--- config.mk ---
export PLATFORM = sky130hd
export DESIGN_NAME = csr_top
export DESIGN_NICKNAME = d
export VERILOG_FILES = /design/src/verilog/csr_pkg.sv /design/src/verilog/reg_bus_if.sv /design/src/verilog/axil_handshake.sv /design/src/verilog/config_regs.sv /design/src/verilog/run_status.sv /design/src/verilog/read_mux.sv /design/src/verilog/csr_top.sv
export SDC_FILE = /design/constraint.sdc
export NUM_CORES = 1
export LEC_CHECK = 0
export BUFFER_PORTS_ARGS = -buffer_cell sky130_fd_sc_hd__buf_2
export CAP_MARGIN = 10
export CORE_MARGIN = 1
export CORE_UTILIZATION = 45
export DETAILED_ROUTE_END_ITERATION = 7
export GPL_ROUTABILITY_DRIVEN = 0
export HOLD_SLACK_MARGIN = 0.12
export PLACE_DENSITY_LB_ADDON = 0.2
export SLEW_MARGIN = 0
export SYNTH_ARGS = -nofsm -noshare
export SYNTH_HDL_FRONTEND = slang
export SYNTH_HIERARCHICAL = 1
export SYNTH_SLANG_ARGS = --single-unit
export TNS_END_PERCENT = 50
--- constraint.sdc ---
create_clock -name clk -period 2.5 [get_ports clk]
set_input_delay 0.25 -clock clk [delete_from_list [all_inputs] [get_ports clk]]
set_output_delay 0.25 -clock clk [all_outputs]
set_load 0.02 [all_outputs]
--- src/verilog/csr_pkg.sv ---
`default_nettype none

package csr_pkg;

   // bus widths
   localparam int addr_w = 32;
   localparam int data_w = 32;
   localparam int strb_w = data_w / 8;

   typedef logic [addr_w-1:0] addr_t;
   typedef logic [data_w-1:0] data_t;
   typedef logic [strb_w-1:0] strb_t;

   ////////////////////////////////////////////////////////////////////////////
   // address map
   ////////////////////////////////////////////////////////////////////////////

   localparam addr_t addr_snap_status    = 32'h00;
   localparam addr_t addr_action_type    = 32'h10;
   localparam addr_t addr_action_version = 32'h14;
   localparam addr_t addr_snap_context   = 32'h20;
   localparam addr_t addr_status_l       = 32'h30;
   localparam addr_t addr_status_h       = 32'h34;
   localparam addr_t addr_control        = 32'h38;
   localparam addr_t addr_packet_init_l  = 32'h40;
   localparam addr_t addr_packet_init_h  = 32'h44;
   localparam addr_t addr_stat_init_l    = 32'h58;
   localparam addr_t addr_stat_init_h    = 32'h5C;
   localparam addr_t addr_packet_total   = 32'h60;
   localparam addr_t addr_stat_space     = 32'h70;
   localparam addr_t addr_self_test_l    = 32'hC0;
   localparam addr_t addr_self_test_h    = 32'hC4;

   // reset and fill values
   localparam logic [63:0] self_test_reset = 64'h0000_0000_DEAD_BEEF;
   localparam data_t       unmapped_data   = 32'h5A5A_A5A5;
   localparam logic [1:0]  resp_okay       = 2'b00;

   // control word, bit 0 at the bottom
   typedef struct packed {
      logic [26:0] spare;
      logic        disable_axi_write;
      logic        core_soft_reset;
      logic        result_flush;
      logic        stat_enable;
      logic        packet_enable;
   } ctrl_bits_t;

   // written as a raw word, consumed as fields
   typedef union packed {
      data_t      raw;
      ctrl_bits_t bits;
   } ctrl_word_u;

   ////////////////////////////////////////////////////////////////////////////
   // status snapshot layout
   ////////////////////////////////////////////////////////////////////////////

   localparam int status_w                = 64;
   localparam int stat_pos_exhausted      = 0;
   localparam int stat_pos_complete       = 1;
   localparam int stat_pos_flush_done     = 2;
   localparam int stat_pos_space_depleted = 3;
   localparam int stat_pos_buffer_valid   = 4;
   localparam int stat_pos_run_out        = 5;
   localparam int stat_err_lsb            = 8;
   localparam int err_w                   = 16;
   localparam int stat_total_lsb          = 32;

endpackage

`default_nettype wire

--- src/verilog/reg_bus_if.sv ---
`default_nettype none

// register access requests from the bus controller to the datapath
interface reg_bus_if;
   import csr_pkg::*;

   logic  wr_en;
   addr_t wr_addr;
   data_t wr_data;
   strb_t wr_strb;
   logic  rd_en;
   addr_t rd_addr;

   modport ctrl (
      output wr_en,
      output wr_addr,
      output wr_data,
      output wr_strb,
      output rd_en,
      output rd_addr
   );

   modport target (
      input wr_en,
      input wr_addr,
      input wr_data,
      input wr_strb,
      input rd_en,
      input rd_addr
   );

endinterface

`default_nettype wire

--- src/verilog/axil_handshake.sv ---
`default_nettype none

module axil_handshake (
   input  logic           clk,
   input  logic           rst_n,
   input  logic           awvalid,
   input  csr_pkg::addr_t awaddr,
   output logic           awready,
   input  logic           wvalid,
   input  csr_pkg::data_t wdata,
   input  csr_pkg::strb_t wstrb,
   output logic           wready,
   output logic           bvalid,
   input  logic           bready,
   input  logic           arvalid,
   input  csr_pkg::addr_t araddr,
   output logic           arready,
   output logic           rvalid,
   input  logic           rready,
   reg_bus_if.ctrl        bus
);

   ////////////////////////////////////////////////////////////////////////////
   // write side
   ////////////////////////////////////////////////////////////////////////////

   // awready comes up as soon as an address is offered
   always_ff @(posedge clk or negedge rst_n) begin
      if (!rst_n) begin
         awready <= 1'b0;
      end else if (awvalid) begin
         awready <= 1'b1;
      end else if (wvalid && wready) begin
         awready <= 1'b0;
      end
   end

   always_ff @(posedge clk) begin
      if (awvalid && awready) begin
         bus.wr_addr <= awaddr;
      end
   end

   // data phase opens after the address handshake
   always_ff @(posedge clk or negedge rst_n) begin
      if (!rst_n) begin
         wready <= 1'b0;
      end else if (awvalid && awready) begin
         wready <= 1'b1;
      end else if (wvalid) begin
         wready <= 1'b0;
      end
   end

   always_ff @(posedge clk or negedge rst_n) begin
      if (!rst_n) begin
         bvalid <= 1'b0;
      end else if (wvalid && wready) begin
         bvalid <= 1'b1;
      end else if (bready) begin
         bvalid <= 1'b0;
      end
   end

   assign bus.wr_en   = wvalid && wready;
   assign bus.wr_data = wdata;
   assign bus.wr_strb = wstrb;

   ////////////////////////////////////////////////////////////////////////////
   // read side
   ////////////////////////////////////////////////////////////////////////////

   // arready idles high, drops on any request, returns once data is taken
   always_ff @(posedge clk or negedge rst_n) begin
      if (!rst_n) begin
         arready <= 1'b1;
      end else if (arvalid) begin
         arready <= 1'b0;
      end else if (rvalid && rready) begin
         arready <= 1'b1;
      end
   end

   always_ff @(posedge clk or negedge rst_n) begin
      if (!rst_n) begin
         rvalid <= 1'b0;
      end else if (arvalid && arready) begin
         rvalid <= 1'b1;
      end else if (rready) begin
         rvalid <= 1'b0;
      end
   end

   assign bus.rd_en   = arvalid && arready;
   assign bus.rd_addr = araddr;

endmodule

`default_nettype wire

--- src/verilog/config_regs.sv ---
`default_nettype none

module config_regs (
   input  logic                           clk,
   input  logic                           rst_n,
   reg_bus_if.target                      bus,
   output csr_pkg::ctrl_word_u            control,
   output csr_pkg::data_t                 snap_status_raw,
   output csr_pkg::data_t                 snap_context,
   output logic [2*csr_pkg::data_w-1:0]   packet_init_address,
   output logic [2*csr_pkg::data_w-1:0]   stat_init_address,
   output csr_pkg::data_t                 packet_total_number,
   output csr_pkg::data_t                 stat_space_size,
   output logic [2*csr_pkg::data_w-1:0]   self_test
);
   import csr_pkg::*;

   data_t wr_mask;

   // strobed bytes take the new data, the rest keep the old value
   function automatic data_t merge(input data_t old_val, input data_t new_val,
                                   input data_t mask);
      return (new_val & mask) | (old_val & ~mask);
   endfunction

   always_comb begin
      for (int i = 0; i < strb_w; i++) begin
         wr_mask[8*i +: 8] = {8{bus.wr_strb[i]}};
      end
   end

   ////////////////////////////////////////////////////////////////////////////
   // register file
   ////////////////////////////////////////////////////////////////////////////

   always_ff @(posedge clk or negedge rst_n) begin
      if (!rst_n) begin
         control             <= '0;
         snap_status_raw     <= '0;
         snap_context        <= '0;
         packet_init_address <= '0;
         stat_init_address   <= '0;
         packet_total_number <= '0;
         stat_space_size     <= '0;
         self_test           <= self_test_reset;
      end else if (bus.wr_en) begin
         case (bus.wr_addr)
            addr_snap_status: begin
               snap_status_raw <= merge(snap_status_raw, bus.wr_data, wr_mask);
            end
            addr_snap_context: begin
               snap_context <= merge(snap_context, bus.wr_data, wr_mask);
            end
            addr_control: begin
               control.raw <= merge(control.raw, bus.wr_data, wr_mask);
            end
            // 64-bit registers, one half per access
            addr_packet_init_l: begin
               packet_init_address[data_w-1:0] <=
                  merge(packet_init_address[data_w-1:0], bus.wr_data, wr_mask);
            end
            addr_packet_init_h: begin
               packet_init_address[2*data_w-1:data_w] <=
                  merge(packet_init_address[2*data_w-1:data_w], bus.wr_data, wr_mask);
            end
            addr_stat_init_l: begin
               stat_init_address[data_w-1:0] <=
                  merge(stat_init_address[data_w-1:0], bus.wr_data, wr_mask);
            end
            addr_stat_init_h: begin
               stat_init_address[2*data_w-1:data_w] <=
                  merge(stat_init_address[2*data_w-1:data_w], bus.wr_data, wr_mask);
            end
            addr_packet_total: begin
               packet_total_number <= merge(packet_total_number, bus.wr_data, wr_mask);
            end
            addr_stat_space: begin
               stat_space_size <= merge(stat_space_size, bus.wr_data, wr_mask);
            end
            addr_self_test_l: begin
               self_test[data_w-1:0] <= merge(self_test[data_w-1:0], bus.wr_data, wr_mask);
            end
            addr_self_test_h: begin
               self_test[2*data_w-1:data_w] <=
                  merge(self_test[2*data_w-1:data_w], bus.wr_data, wr_mask);
            end
            default: begin
            end
         endcase
      end
   end

endmodule

`default_nettype wire

--- src/verilog/run_status.sv ---
`default_nettype none

module run_status (
   input  logic                           clk,
   input  logic                           rst_n,
   input  csr_pkg::ctrl_word_u            control,
   input  csr_pkg::data_t                 snap_status_raw,
   input  csr_pkg::data_t                 stat_total_number,
   input  logic                           packet_exhausted,
   input  logic                           packet_run_out,
   input  logic                           result_space_depleted,
   input  logic                           result_complete,
   input  logic                           result_flush_done,
   input  logic                           input_buffer_valid,
   input  logic [csr_pkg::err_w-1:0]      axi_master_error,
   input  logic                           app_ready,
   output logic [csr_pkg::status_w-1:0]   status,
   output csr_pkg::data_t                 snap_status
);
   import csr_pkg::*;

   logic [status_w-1:0] snapshot_d;
   logic                idle;
   logic                idle_q;
   logic                app_done_q;
   logic                app_start_q;
   logic                start_bit_q;

   // engine inputs packed into the snapshot layout, unused bits stay zero
   always_comb begin
      snapshot_d                                = '0;
      snapshot_d[stat_pos_exhausted]            = packet_exhausted;
      snapshot_d[stat_pos_complete]             = result_complete;
      snapshot_d[stat_pos_flush_done]           = result_flush_done;
      snapshot_d[stat_pos_space_depleted]       = result_space_depleted;
      snapshot_d[stat_pos_buffer_valid]         = input_buffer_valid;
      snapshot_d[stat_pos_run_out]              = packet_run_out;
      snapshot_d[stat_err_lsb +: err_w]         = axi_master_error;
      snapshot_d[stat_total_lsb +: data_w]      = stat_total_number;
   end

   always_ff @(posedge clk) begin
      status <= snapshot_d;
   end

   // both engines disabled
   assign idle = ~(control.bits.packet_enable | control.bits.stat_enable);

   always_ff @(posedge clk or negedge rst_n) begin
      if (!rst_n) begin
         idle_q      <= 1'b0;
         app_done_q  <= 1'b0;
         app_start_q <= 1'b0;
         start_bit_q <= 1'b0;
      end else begin
         idle_q      <= idle;
         start_bit_q <= snap_status_raw[0];
         app_done_q  <= status[stat_pos_exhausted] & status[stat_pos_complete];
         // leaving idle ends the run, a rising start bit begins one
         if (idle_q && !idle) begin
            app_start_q <= 1'b0;
         end else if (!start_bit_q && snap_status_raw[0]) begin
            app_start_q <= 1'b1;
         end
      end
   end

   assign snap_status = {snap_status_raw[data_w-1:4], app_ready, idle_q, app_done_q, app_start_q};

endmodule

`default_nettype wire

--- src/verilog/read_mux.sv ---
`default_nettype none

module read_mux (
   input  logic                           clk,
   input  logic                           rst_n,
   reg_bus_if.target                      bus,
   input  csr_pkg::data_t                 snap_status,
   input  csr_pkg::data_t                 snap_context,
   input  logic [csr_pkg::status_w-1:0]   status,
   input  logic [2*csr_pkg::data_w-1:0]   self_test,
   input  csr_pkg::data_t                 action_type,
   input  csr_pkg::data_t                 action_version,
   output csr_pkg::data_t                 rdata
);
   import csr_pkg::*;

   // rdata only moves on an accepted read and holds under back-pressure
   always_ff @(posedge clk or negedge rst_n) begin
      if (!rst_n) begin
         rdata <= '0;
      end else if (bus.rd_en) begin
         case (bus.rd_addr)
            addr_snap_status:    rdata <= snap_status;
            addr_action_type:    rdata <= action_type;
            addr_action_version: rdata <= action_version;
            addr_snap_context:   rdata <= snap_context;
            addr_status_l:       rdata <= status[data_w-1:0];
            addr_status_h:       rdata <= status[status_w-1:data_w];
            addr_self_test_l:    rdata <= self_test[data_w-1:0];
            addr_self_test_h:    rdata <= self_test[2*data_w-1:data_w];
            // unmapped addresses and the write-only control register
            default:             rdata <= unmapped_data;
         endcase
      end
   end

endmodule

`default_nettype wire

--- src/verilog/csr_top.sv ---
`default_nettype none

module csr_top (
   input  logic                           clk,
   input  logic                           rst_n,

   // AXI-Lite slave
   input  logic                           s_axi_awvalid,
   input  csr_pkg::addr_t                 s_axi_awaddr,
   output logic                           s_axi_awready,
   input  logic                           s_axi_wvalid,
   input  csr_pkg::data_t                 s_axi_wdata,
   input  csr_pkg::strb_t                 s_axi_wstrb,
   output logic                           s_axi_wready,
   output logic [1:0]                     s_axi_bresp,
   output logic                           s_axi_bvalid,
   input  logic                           s_axi_bready,
   input  logic                           s_axi_arvalid,
   input  csr_pkg::addr_t                 s_axi_araddr,
   output logic                           s_axi_arready,
   output csr_pkg::data_t                 s_axi_rdata,
   output logic [1:0]                     s_axi_rresp,
   output logic                           s_axi_rvalid,
   input  logic                           s_axi_rready,

   // engine configuration
   output logic                           packet_enable,
   output logic                           stat_enable,
   output logic                           result_flush,
   output logic                           core_soft_reset,
   output logic                           disable_axi_write,
   output logic [2*csr_pkg::data_w-1:0]   packet_init_address,
   output logic [2*csr_pkg::data_w-1:0]   stat_init_address,
   output csr_pkg::data_t                 packet_total_number,
   output csr_pkg::data_t                 stat_space_size,
   output csr_pkg::data_t                 snap_context,

   // engine status
   input  csr_pkg::data_t                 stat_total_number,
   input  logic                           packet_exhausted,
   input  logic                           packet_run_out,
   input  logic                           result_space_depleted,
   input  logic                           result_complete,
   input  logic                           result_flush_done,
   input  logic                           input_buffer_valid,
   input  logic [csr_pkg::err_w-1:0]      axi_master_error,
   input  logic                           app_ready,
   input  csr_pkg::data_t                 action_type,
   input  csr_pkg::data_t                 action_version
);
   import csr_pkg::*;

   ctrl_word_u              control;
   data_t                   snap_status_raw;
   data_t                   snap_status;
   logic [status_w-1:0]     status;
   logic [2*data_w-1:0]     self_test;

   reg_bus_if reg_bus ();

   ////////////////////////////////////////////////////////////////////////////
   // bus control
   ////////////////////////////////////////////////////////////////////////////

   axil_handshake handshake_inst (
      .clk     (clk),
      .rst_n   (rst_n),
      .awvalid (s_axi_awvalid),
      .awaddr  (s_axi_awaddr),
      .awready (s_axi_awready),
      .wvalid  (s_axi_wvalid),
      .wdata   (s_axi_wdata),
      .wstrb   (s_axi_wstrb),
      .wready  (s_axi_wready),
      .bvalid  (s_axi_bvalid),
      .bready  (s_axi_bready),
      .arvalid (s_axi_arvalid),
      .araddr  (s_axi_araddr),
      .arready (s_axi_arready),
      .rvalid  (s_axi_rvalid),
      .rready  (s_axi_rready),
      .bus     (reg_bus.ctrl)
   );

   // every access completes with OKAY
   assign s_axi_bresp = resp_okay;
   assign s_axi_rresp = resp_okay;

   ////////////////////////////////////////////////////////////////////////////
   // datapath
   ////////////////////////////////////////////////////////////////////////////

   config_regs config_regs_inst (
      .clk                 (clk),
      .rst_n               (rst_n),
      .bus                 (reg_bus.target),
      .control             (control),
      .snap_status_raw     (snap_status_raw),
      .snap_context        (snap_context),
      .packet_init_address (packet_init_address),
      .stat_init_address   (stat_init_address),
      .packet_total_number (packet_total_number),
      .stat_space_size     (stat_space_size),
      .self_test           (self_test)
   );

   run_status run_status_inst (
      .clk                   (clk),
      .rst_n                 (rst_n),
      .control               (control),
      .snap_status_raw       (snap_status_raw),
      .stat_total_number     (stat_total_number),
      .packet_exhausted      (packet_exhausted),
      .packet_run_out        (packet_run_out),
      .result_space_depleted (result_space_depleted),
      .result_complete       (result_complete),
      .result_flush_done     (result_flush_done),
      .input_buffer_valid    (input_buffer_valid),
      .axi_master_error      (axi_master_error),
      .app_ready             (app_ready),
      .status                (status),
      .snap_status           (snap_status)
   );

   read_mux read_mux_inst (
      .clk            (clk),
      .rst_n          (rst_n),
      .bus            (reg_bus.target),
      .snap_status    (snap_status),
      .snap_context   (snap_context),
      .status         (status),
      .self_test      (self_test),
      .action_type    (action_type),
      .action_version (action_version),
      .rdata          (s_axi_rdata)
   );

   // control fields out to the engines
   assign packet_enable     = control.bits.packet_enable;
   assign stat_enable       = control.bits.stat_enable;
   assign result_flush      = control.bits.result_flush;
   assign core_soft_reset   = control.bits.core_soft_reset;
   assign disable_axi_write = control.bits.disable_axi_write;

endmodule

`default_nettype wire

# Word-level counts from Yosys, hierarchy flattened
# Index checks and enable logic that the tools add are counted.
# totals
ramBits	0
ff_bits	479
output_inout_bits	270
rom_bits	0
mem_count	0
latch_bits	0
wordCells	106
# op_classes
magnitude_cmp	0
mul	0
addsub	0
n_bitwise	27
reduce_logical	26
div_mod_pow	0
n_eq_ne	17
n_shift	0
n_mux	13
# op_table
op	n
$and A32 B32 Y32	12
$or A32 B32 Y32	11
$pmux W32 S8	1
$eq A32 B7 Y1 const B	6
$eq A32 B6 Y1 const B	5
$eq A32 B8 Y1 const B	4
$eq A32 B5 Y1 const B	2
$logic_not A32 Y1	2
$not A32 Y32	1
$reduce_and A2 Y1	11
$mux W1	12
$reduce_bool A2 Y1	6
$logic_and A1 B1 Y1	6
$and A1 B1 Y1	1
$logic_not A1 Y1	1
$not A1 Y1	1
$or A1 B1 Y1	1

# Depth between registers and ports, before layout
# Gate-level depths: netlist of the first run.
# logic_depth
word_depth	4
depth_mapped	10
depth_no_buf	6

# Cells and area by module
# Netlist of the first run, hierarchy kept.
# by_module_without_submodules
mod	area_each_um2	cells_per_inst	instances	seq_area_each_um2
config_regs	14229.9	825	1	8838.5
read_mux	3225.6	369	1	800.8
axil_handshake	1670.4	118	1	1087.3
run_status	1536.5	106	1	1181.1
csr_top	33.8	5	1	0.0

# Worst setup path before layout of the first run
# No wires, ideal clock.
# synth_timing
path_type	reg-to-reg
startpoint	reg handshake_inst.wready
endpoint	reg with a tool-made name
required_ps	2375
stages_incl_launch_ff	7
synth_period_minus_slack_ps	2276
arrival_time_ps	2151
path_slack_ps	224
setup_ps	125
path_cell_list	dfrtp_1 -> nand2_1 -> inv_1 -> nand3b_1 -> nor3_4 -> nand4_4 -> mux2_4
# synth_rtl
item	line	rtl
start, declared	axil_handshake.sv:12	output logic wready,
start signal, assigned	axil_handshake.sv:47	wready <= 1'b0;
start signal, assigned	axil_handshake.sv:49	wready <= 1'b1;
start signal, assigned	axil_handshake.sv:51	wready <= 1'b0;

==> results of run 1 <==
## power breakdown
group / leakage, nW / switching (mW) / total (mW) / internal [mW]
sequential: 5.65 / 0.0313 / 7.46 / 7.43
clock: 0.754 / 2.87 / 6.91 / 4.04
combinational: 6.90 / 0.497 / 0.914 / 0.417
## area by class of cell
class                      count  share of cell area
antenna                        4            0.000392
clock buffer                  77              0.0565
clock inverter                11             0.00343
inverter                      20             0.00294
multi-input combinational    706               0.281
sequential                   449               0.437
tap                          585              0.0287
timing repair buffer         731               0.190
## layout by cell type (no fill, tap or decap), types with 20 or more instances in the layout
| cell | count |
|---|---|
| dfstp_2 | 25 |
| mux2_2 | 299 |
| nor2_1 | 35 |
| nand2_1 | 32 |
| buf_2 | 490 |
| o22ai_1 | 27 |
| edfxtp_1 | 32 |
| mux2i_1 | 48 |
| inv_1 | 20 |
| buf_4 | 53 |
| mux2_1 | 31 |
| clkbuf_16 | 49 |
| dfrtp_1 | 338 |
| nand4_4 | 37 |
| dfxtp_1 | 54 |
| dlygate4sd3_1 | 176 |
## per-stage QoR
stage / total power [mW] / instances / TNS (ns) / instance area [um2] / hold WS [ns]
final: 15.3 / 2583 / 0 / 25500 / 0.156
after floorplan: 7.93 / 1372 / 0 / 19600 / -0.0456
after global placement: 8.28 / 2315 / -1.52 / 22200 / 0.261
after detailed placement: 8.29 / 2315 / -1.60 / 22200 / 0.260
after global routing: 15.8 / 2581 / 0 / 25500 / 0.162
after CTS: 15.4 / 2579 / 0 / 25500 / 0.124
## critical path: stages, from the launching register on
cell,delay (ns)
edfxtp_1,0.41
or4_4,0.67
nor3_4,0.37
buf_4,0.21
nand4_4,0.25
mux2_2,0.37
## per-layer routing
| metal | part of all wire | routed length (um) | vias up | track usage |
|---|---|---|---|---|
| li1 | - | - | 6063 | - |
| met1 | 0.42 | 24500 | 6912 | 0.336 |
| met2 | 0.50 | 29400 | 445 | 0.452 |
| met3 | 0.059 | 3460 | 88 | 0.0527 |
| met4 | 0.020 | 1200 | 8 | 0.0750 |
| met5 | 0.00072 | 42 | - | 0 |
## timing repair
item,CTS,global route
hold buffers,176,0
endpoints found under the hold margin,462,0
setup endpoints to repair,0,24
gates resized for setup,0,2
## worst max-delay path by stage
| stage | start | end | slack [ns] | cells past startpoint |
|---|---|---|---|---|
| floorplan | handshake_inst/wready | register | 0.22 | 6 |
| global placement | s_axi_araddr[27] | read_mux_inst/rdata[22] | -0.12 | 7 |
| detailed placement | s_axi_araddr[27] | read_mux_inst/rdata[22] | -0.13 | 7 |
| CTS | handshake_inst/bus.wr_addr[1] | register | 0.08 | 5 |
| global route | handshake_inst/bus.wr_addr[21] | register | 0.004 | 5 |
| finish | handshake_inst/bus.wr_addr[1] | register | 0.08 | 5 |
==> metrics.cfg, run 1 <==
[yosys]
synth_area_per_cell_um2=14.4
yosysWarnings=6
syn_inst=1360
syn-cell-area_um2=19600

[die]
core_um2=43000
io_pins=496
start_util=0.455
die_w_um=211
die_h_um=211
rows=76
design.die.area_um2=44300

[timing]
finalWorstSetupSlack_ns=0.0842
drv_slew=0
finalSetupViolCount=0
hold_viol_final=0
fin_skew_ns=0.0162
tightestPinTransition_ns=0.676
period_share=0.966
slew_headroom=0.549
rsz0062_at_grt=false
min_period_ns=2.42
max_freq_mhz=414

[routing]
vias=13516
first_pass_iters=6
drcViolationCount=0
routed_wl_mm=58.6
ant_nets=0
drt_iter0_markers=854
viasPerCell=5.23
post_drt_wl_per_cell_um=22.7

[layout]
multi_input_area_um2=7180
nNetsFinal=2182
nFillCells=3447
finish.utilization=0.594
drive_above_1_share=0.522
ff_latch_area_um2=11200
area_delta_synth_final_pct=30.4

[global_route]
gr-total-overflow=0
grt_pass1_wl_mm=87.3
grt_max_degree=76
grt_pass1_vias=14362
antenna_found_initial=9
grt_use_total=0.263

[cts]
clk_latency_ns=0.57
clk_pin_slew_ns=0.06
postCtsSetupRepairBufs=0
root_buffer=clkbuf_16
cts_buffer_depth=3
clkSinkCount=449
cts_buffers=48
cts_tree=built
h-tree-depth=2

[place]
place_ws_ns=-0.129
port_buffers=491
hpwl_mm=40.9

[critical_path]
critPathLaunchType=register
required_ns=2.95
r2r_slack_ns=0.08
arrival_ns=2.86
endpoint_kind=register
crit_type=register to register
r2r-start=handshake_inst/bus.wr_addr[1]
reg2regPathDepth=5
cp_max_fo=8

[power]
powerDensity_nw_per_um2=599
power.leakage_nw=13.3
ir_drop_v=0.000582

[run_status]
status=complete, no violations

[worst_hold_path]
worstHoldPathType=input pin to register
hold_start=s_axi_wdata[9]
worstHoldPathCells=2

[job]
maxCapViolCount=0

No activity file was read; power rests on OpenSTA's default activity.
==> inputs of run 2 (changes only) <==
Settings changed: GPL_TIMING_DRIVEN set to 0.
Clock period 2.5 ns to 2.3 ns, I/O delays scaled along.
==> run 2 against run 1 <==
  * The flow now finishes with violations (setup timing)
  * Clock skew shrank 0.0033 ns
  * Wire length grew 5.6%
  * Die area is the same
==> metrics.cfg, run 2 (same netlist as run 1, synthesis figures left out) <==
[die]
io_pins=496  ; unchanged
design.die.area_um2=44300  ; unchanged
die_w_um=211  ; unchanged
core_um2=43000  ; unchanged
start_util=0.455  ; unchanged
rows=76  ; unchanged
die_h_um=211  ; unchanged

[layout]
final_cells=2686  ; +4.0%
nNetsFinal=2284  ; +4.7%
layout_commonest_cell=buf_2
final_cell_mix=buf_2 (438), dfrtp_1 (338), mux2_2 (297), dlygate4sd3_1 (174), buf_4 (137)
drive_above_1_share=0.526  ; +0.00370
area_delta_synth_final_pct=35.5
finish.utilization=0.617  ; +0.0233

[run_status]
status=finished, violations left
failed_checks=setup timing

[worst_hold_path]
hold_start=action_version[6]
holdPathEnd=read_mux_inst/rdata[6]
worstHoldPathType=input pin to register
worstHoldPathCells=4  ; +2

[routing]
viasPerCell=5.19  ; -0.83%
first_pass_iters=5  ; -1
vias=13939  ; +3.1%
drt_iter0_markers=900  ; +5.4%
drcViolationCount=0  ; unchanged
routed_wl_mm=61.9  ; +5.6%
ant_nets=0  ; unchanged
post_drt_wl_per_cell_um=23.0  ; +1.5%

[global_route]
grt-busiest-layer=met2
gr-total-overflow=0  ; unchanged
grt_max_degree=126  ; +66%
use_met1=0.339  ; +0.00356
grt_pass1_vias=14624  ; +1.8%
met2_usage=0.477  ; +0.0257
grt_pass1_wl_mm=90.0  ; +3.1%
antenna_found_initial=5  ; -4
grt_use_total=0.275  ; +0.0123
met3_usage=0.0548  ; +0.00209

[critical_path]
worstPathCellList=nor4_2 > and4_1 > clkbuf_4 > buf_6 > nand4_4 > mux2_2
reg2regPathDepth=6  ; +1
slowest_stage=edfxtp_1
r2r-start=handshake_inst/bus.wr_addr[9]
r2r_slack_ns=-0.01  ; -0.10 ns
cpPeakStageDelay_ns=0.42  ; -0.25 ns
arrival_ns=2.76  ; -0.10 ns
critPathLaunchType=register
crit_type=register to register
required_ns=2.75  ; -0.20 ns
crit_family=simple AND/OR/NAND/NOR gates
endpoint_kind=register
cp_max_fo=10  ; +2
worst-path-buf-inv=2  ; +1

[cts]
h-tree-depth=2  ; unchanged
cts_tree=built
root_buffer=clkbuf_16
clk_pin_slew_ns=0.06  ; about the same
clk_latency_ns=0.57  ; about the same
cts_buffer_depth=3  ; unchanged
cts_buffers=48  ; unchanged
clkSinkCount=449  ; unchanged

[power]
powerDensity_nw_per_um2=644  ; +7.5%
power.leakage_nw=13.8  ; +4.0%
ir_drop_v=0.000590  ; +1.3%

[place]
hpwl_mm=43.4  ; +6.1%
dp.cells=2383  ; +2.9%
port_buffers=422  ; -14%

[timing]
drv_slew=0  ; unchanged
finalWorstSetupSlack_ns=-0.0130  ; -0.0973 ns
hold_viol_final=0  ; unchanged
tightestPinTransition_ns=1.06  ; +0.383 ns
rsz0062_at_grt=true
max_freq_mhz=432  ; +4.4%
slew_headroom=0.292  ; -0.257
fin_skew_ns=0.0129  ; -0.00327 ns
finalSetupViolCount=5  ; +5
period_share=1.01  ; +0.0394
min_period_ns=2.31  ; -0.103 ns

[job]
maxCapViolCount=0  ; unchanged

## run 2: changes by cell type in the layout (fill, tap and decap cells not counted), moves of 4 or more
cell,before,now
clkbuf_4,0,4
clkbuf_1,17,60
buf_4,53,137
buf_6,0,11
mux2_4,8,13
buf_2,490,438
## run 2: routing by layer
metal / vias up / share of wire
li1: 6265 / -
met1: 7084 / 0.41
met2: 480 / 0.50
met3: 108 / 0.060
met4: 2 / 0.031
met5: - / 0.00021
## run 2: final cells by class
type                       count  area, um2
clock inverter                12        164
buffer                       197       1310
antenna                        5       12.5
tap                          585        732
timing repair buffer         636       4410
multi-input combinational    706       7220
sequential                   449      11200
fill                        3440      16500
clock buffer                  76       1450
inverter                      20       75.1
## run 2: worst max path at each step
stage                             startpoint                      end  slack (ns)  depth (start not counted)
6_report       handshake_inst/bus.wr_addr[9]                 register       -0.01                          6
5_1_grt        handshake_inst/bus.wr_addr[9]                 register       -0.07                          6
4_1_cts        handshake_inst/bus.wr_addr[1]                 register       -0.09                          5
3_5_place_dp                s_axi_araddr[20]  read_mux_inst/rdata[20]       -0.73                          7
3_3_place_gp                           rst_n                async pin       -6.13                          1
2_1_floorplan          handshake_inst/wready                 register        0.02                          6
## run 2: where the power goes
part / total [mW] / switching, mW / internal, mW
registers: 8.11 / 0.0379 / 8.07
logic: 1.07 / 0.559 / 0.511
clock network: 7.90 / 3.12 / 4.77
total: 17.1 / 3.72 / 13.4
## run 2: timing repair
action,CTS,global route
pin swaps,17,13
cloned,0,1
endpoints found under the hold margin,388,0
resized for setup,16,18
buffers inserted,25,10
setup endpoints to repair,317,265
hold buffers,174,0
## run 2: stage by stage
| stage | setup WS [ns] | TNS (ns) | area (um2) | total power [mW] | hold WS (ns) |
|---|---|---|---|---|---|
| finish | -0.0130 | -0.0285 | 26500 | 17.1 | 0.153 |
| global route | -0.0681 | -4.38 | 26500 | 17.6 | 0.148 |
| CTS | -0.0939 | -2.01 | 26300 | 17.2 | 0.122 |
| detailed placement | -0.728 | -57.97 | 22600 | 9.06 | 0.0966 |
| global placement | -6.13 | -2189.63 | 22500 | 9.02 | 0.334 |
| floorplan | 0.0241 | 0 | 19600 | 8.62 | -0.0656 |
## run 2: worst min-delay path, stage by stage
cell and delay [ns]:
buf_2 0.10, a222oi_1 0.08, a31o_1 0.21, o21ai_1 0.06
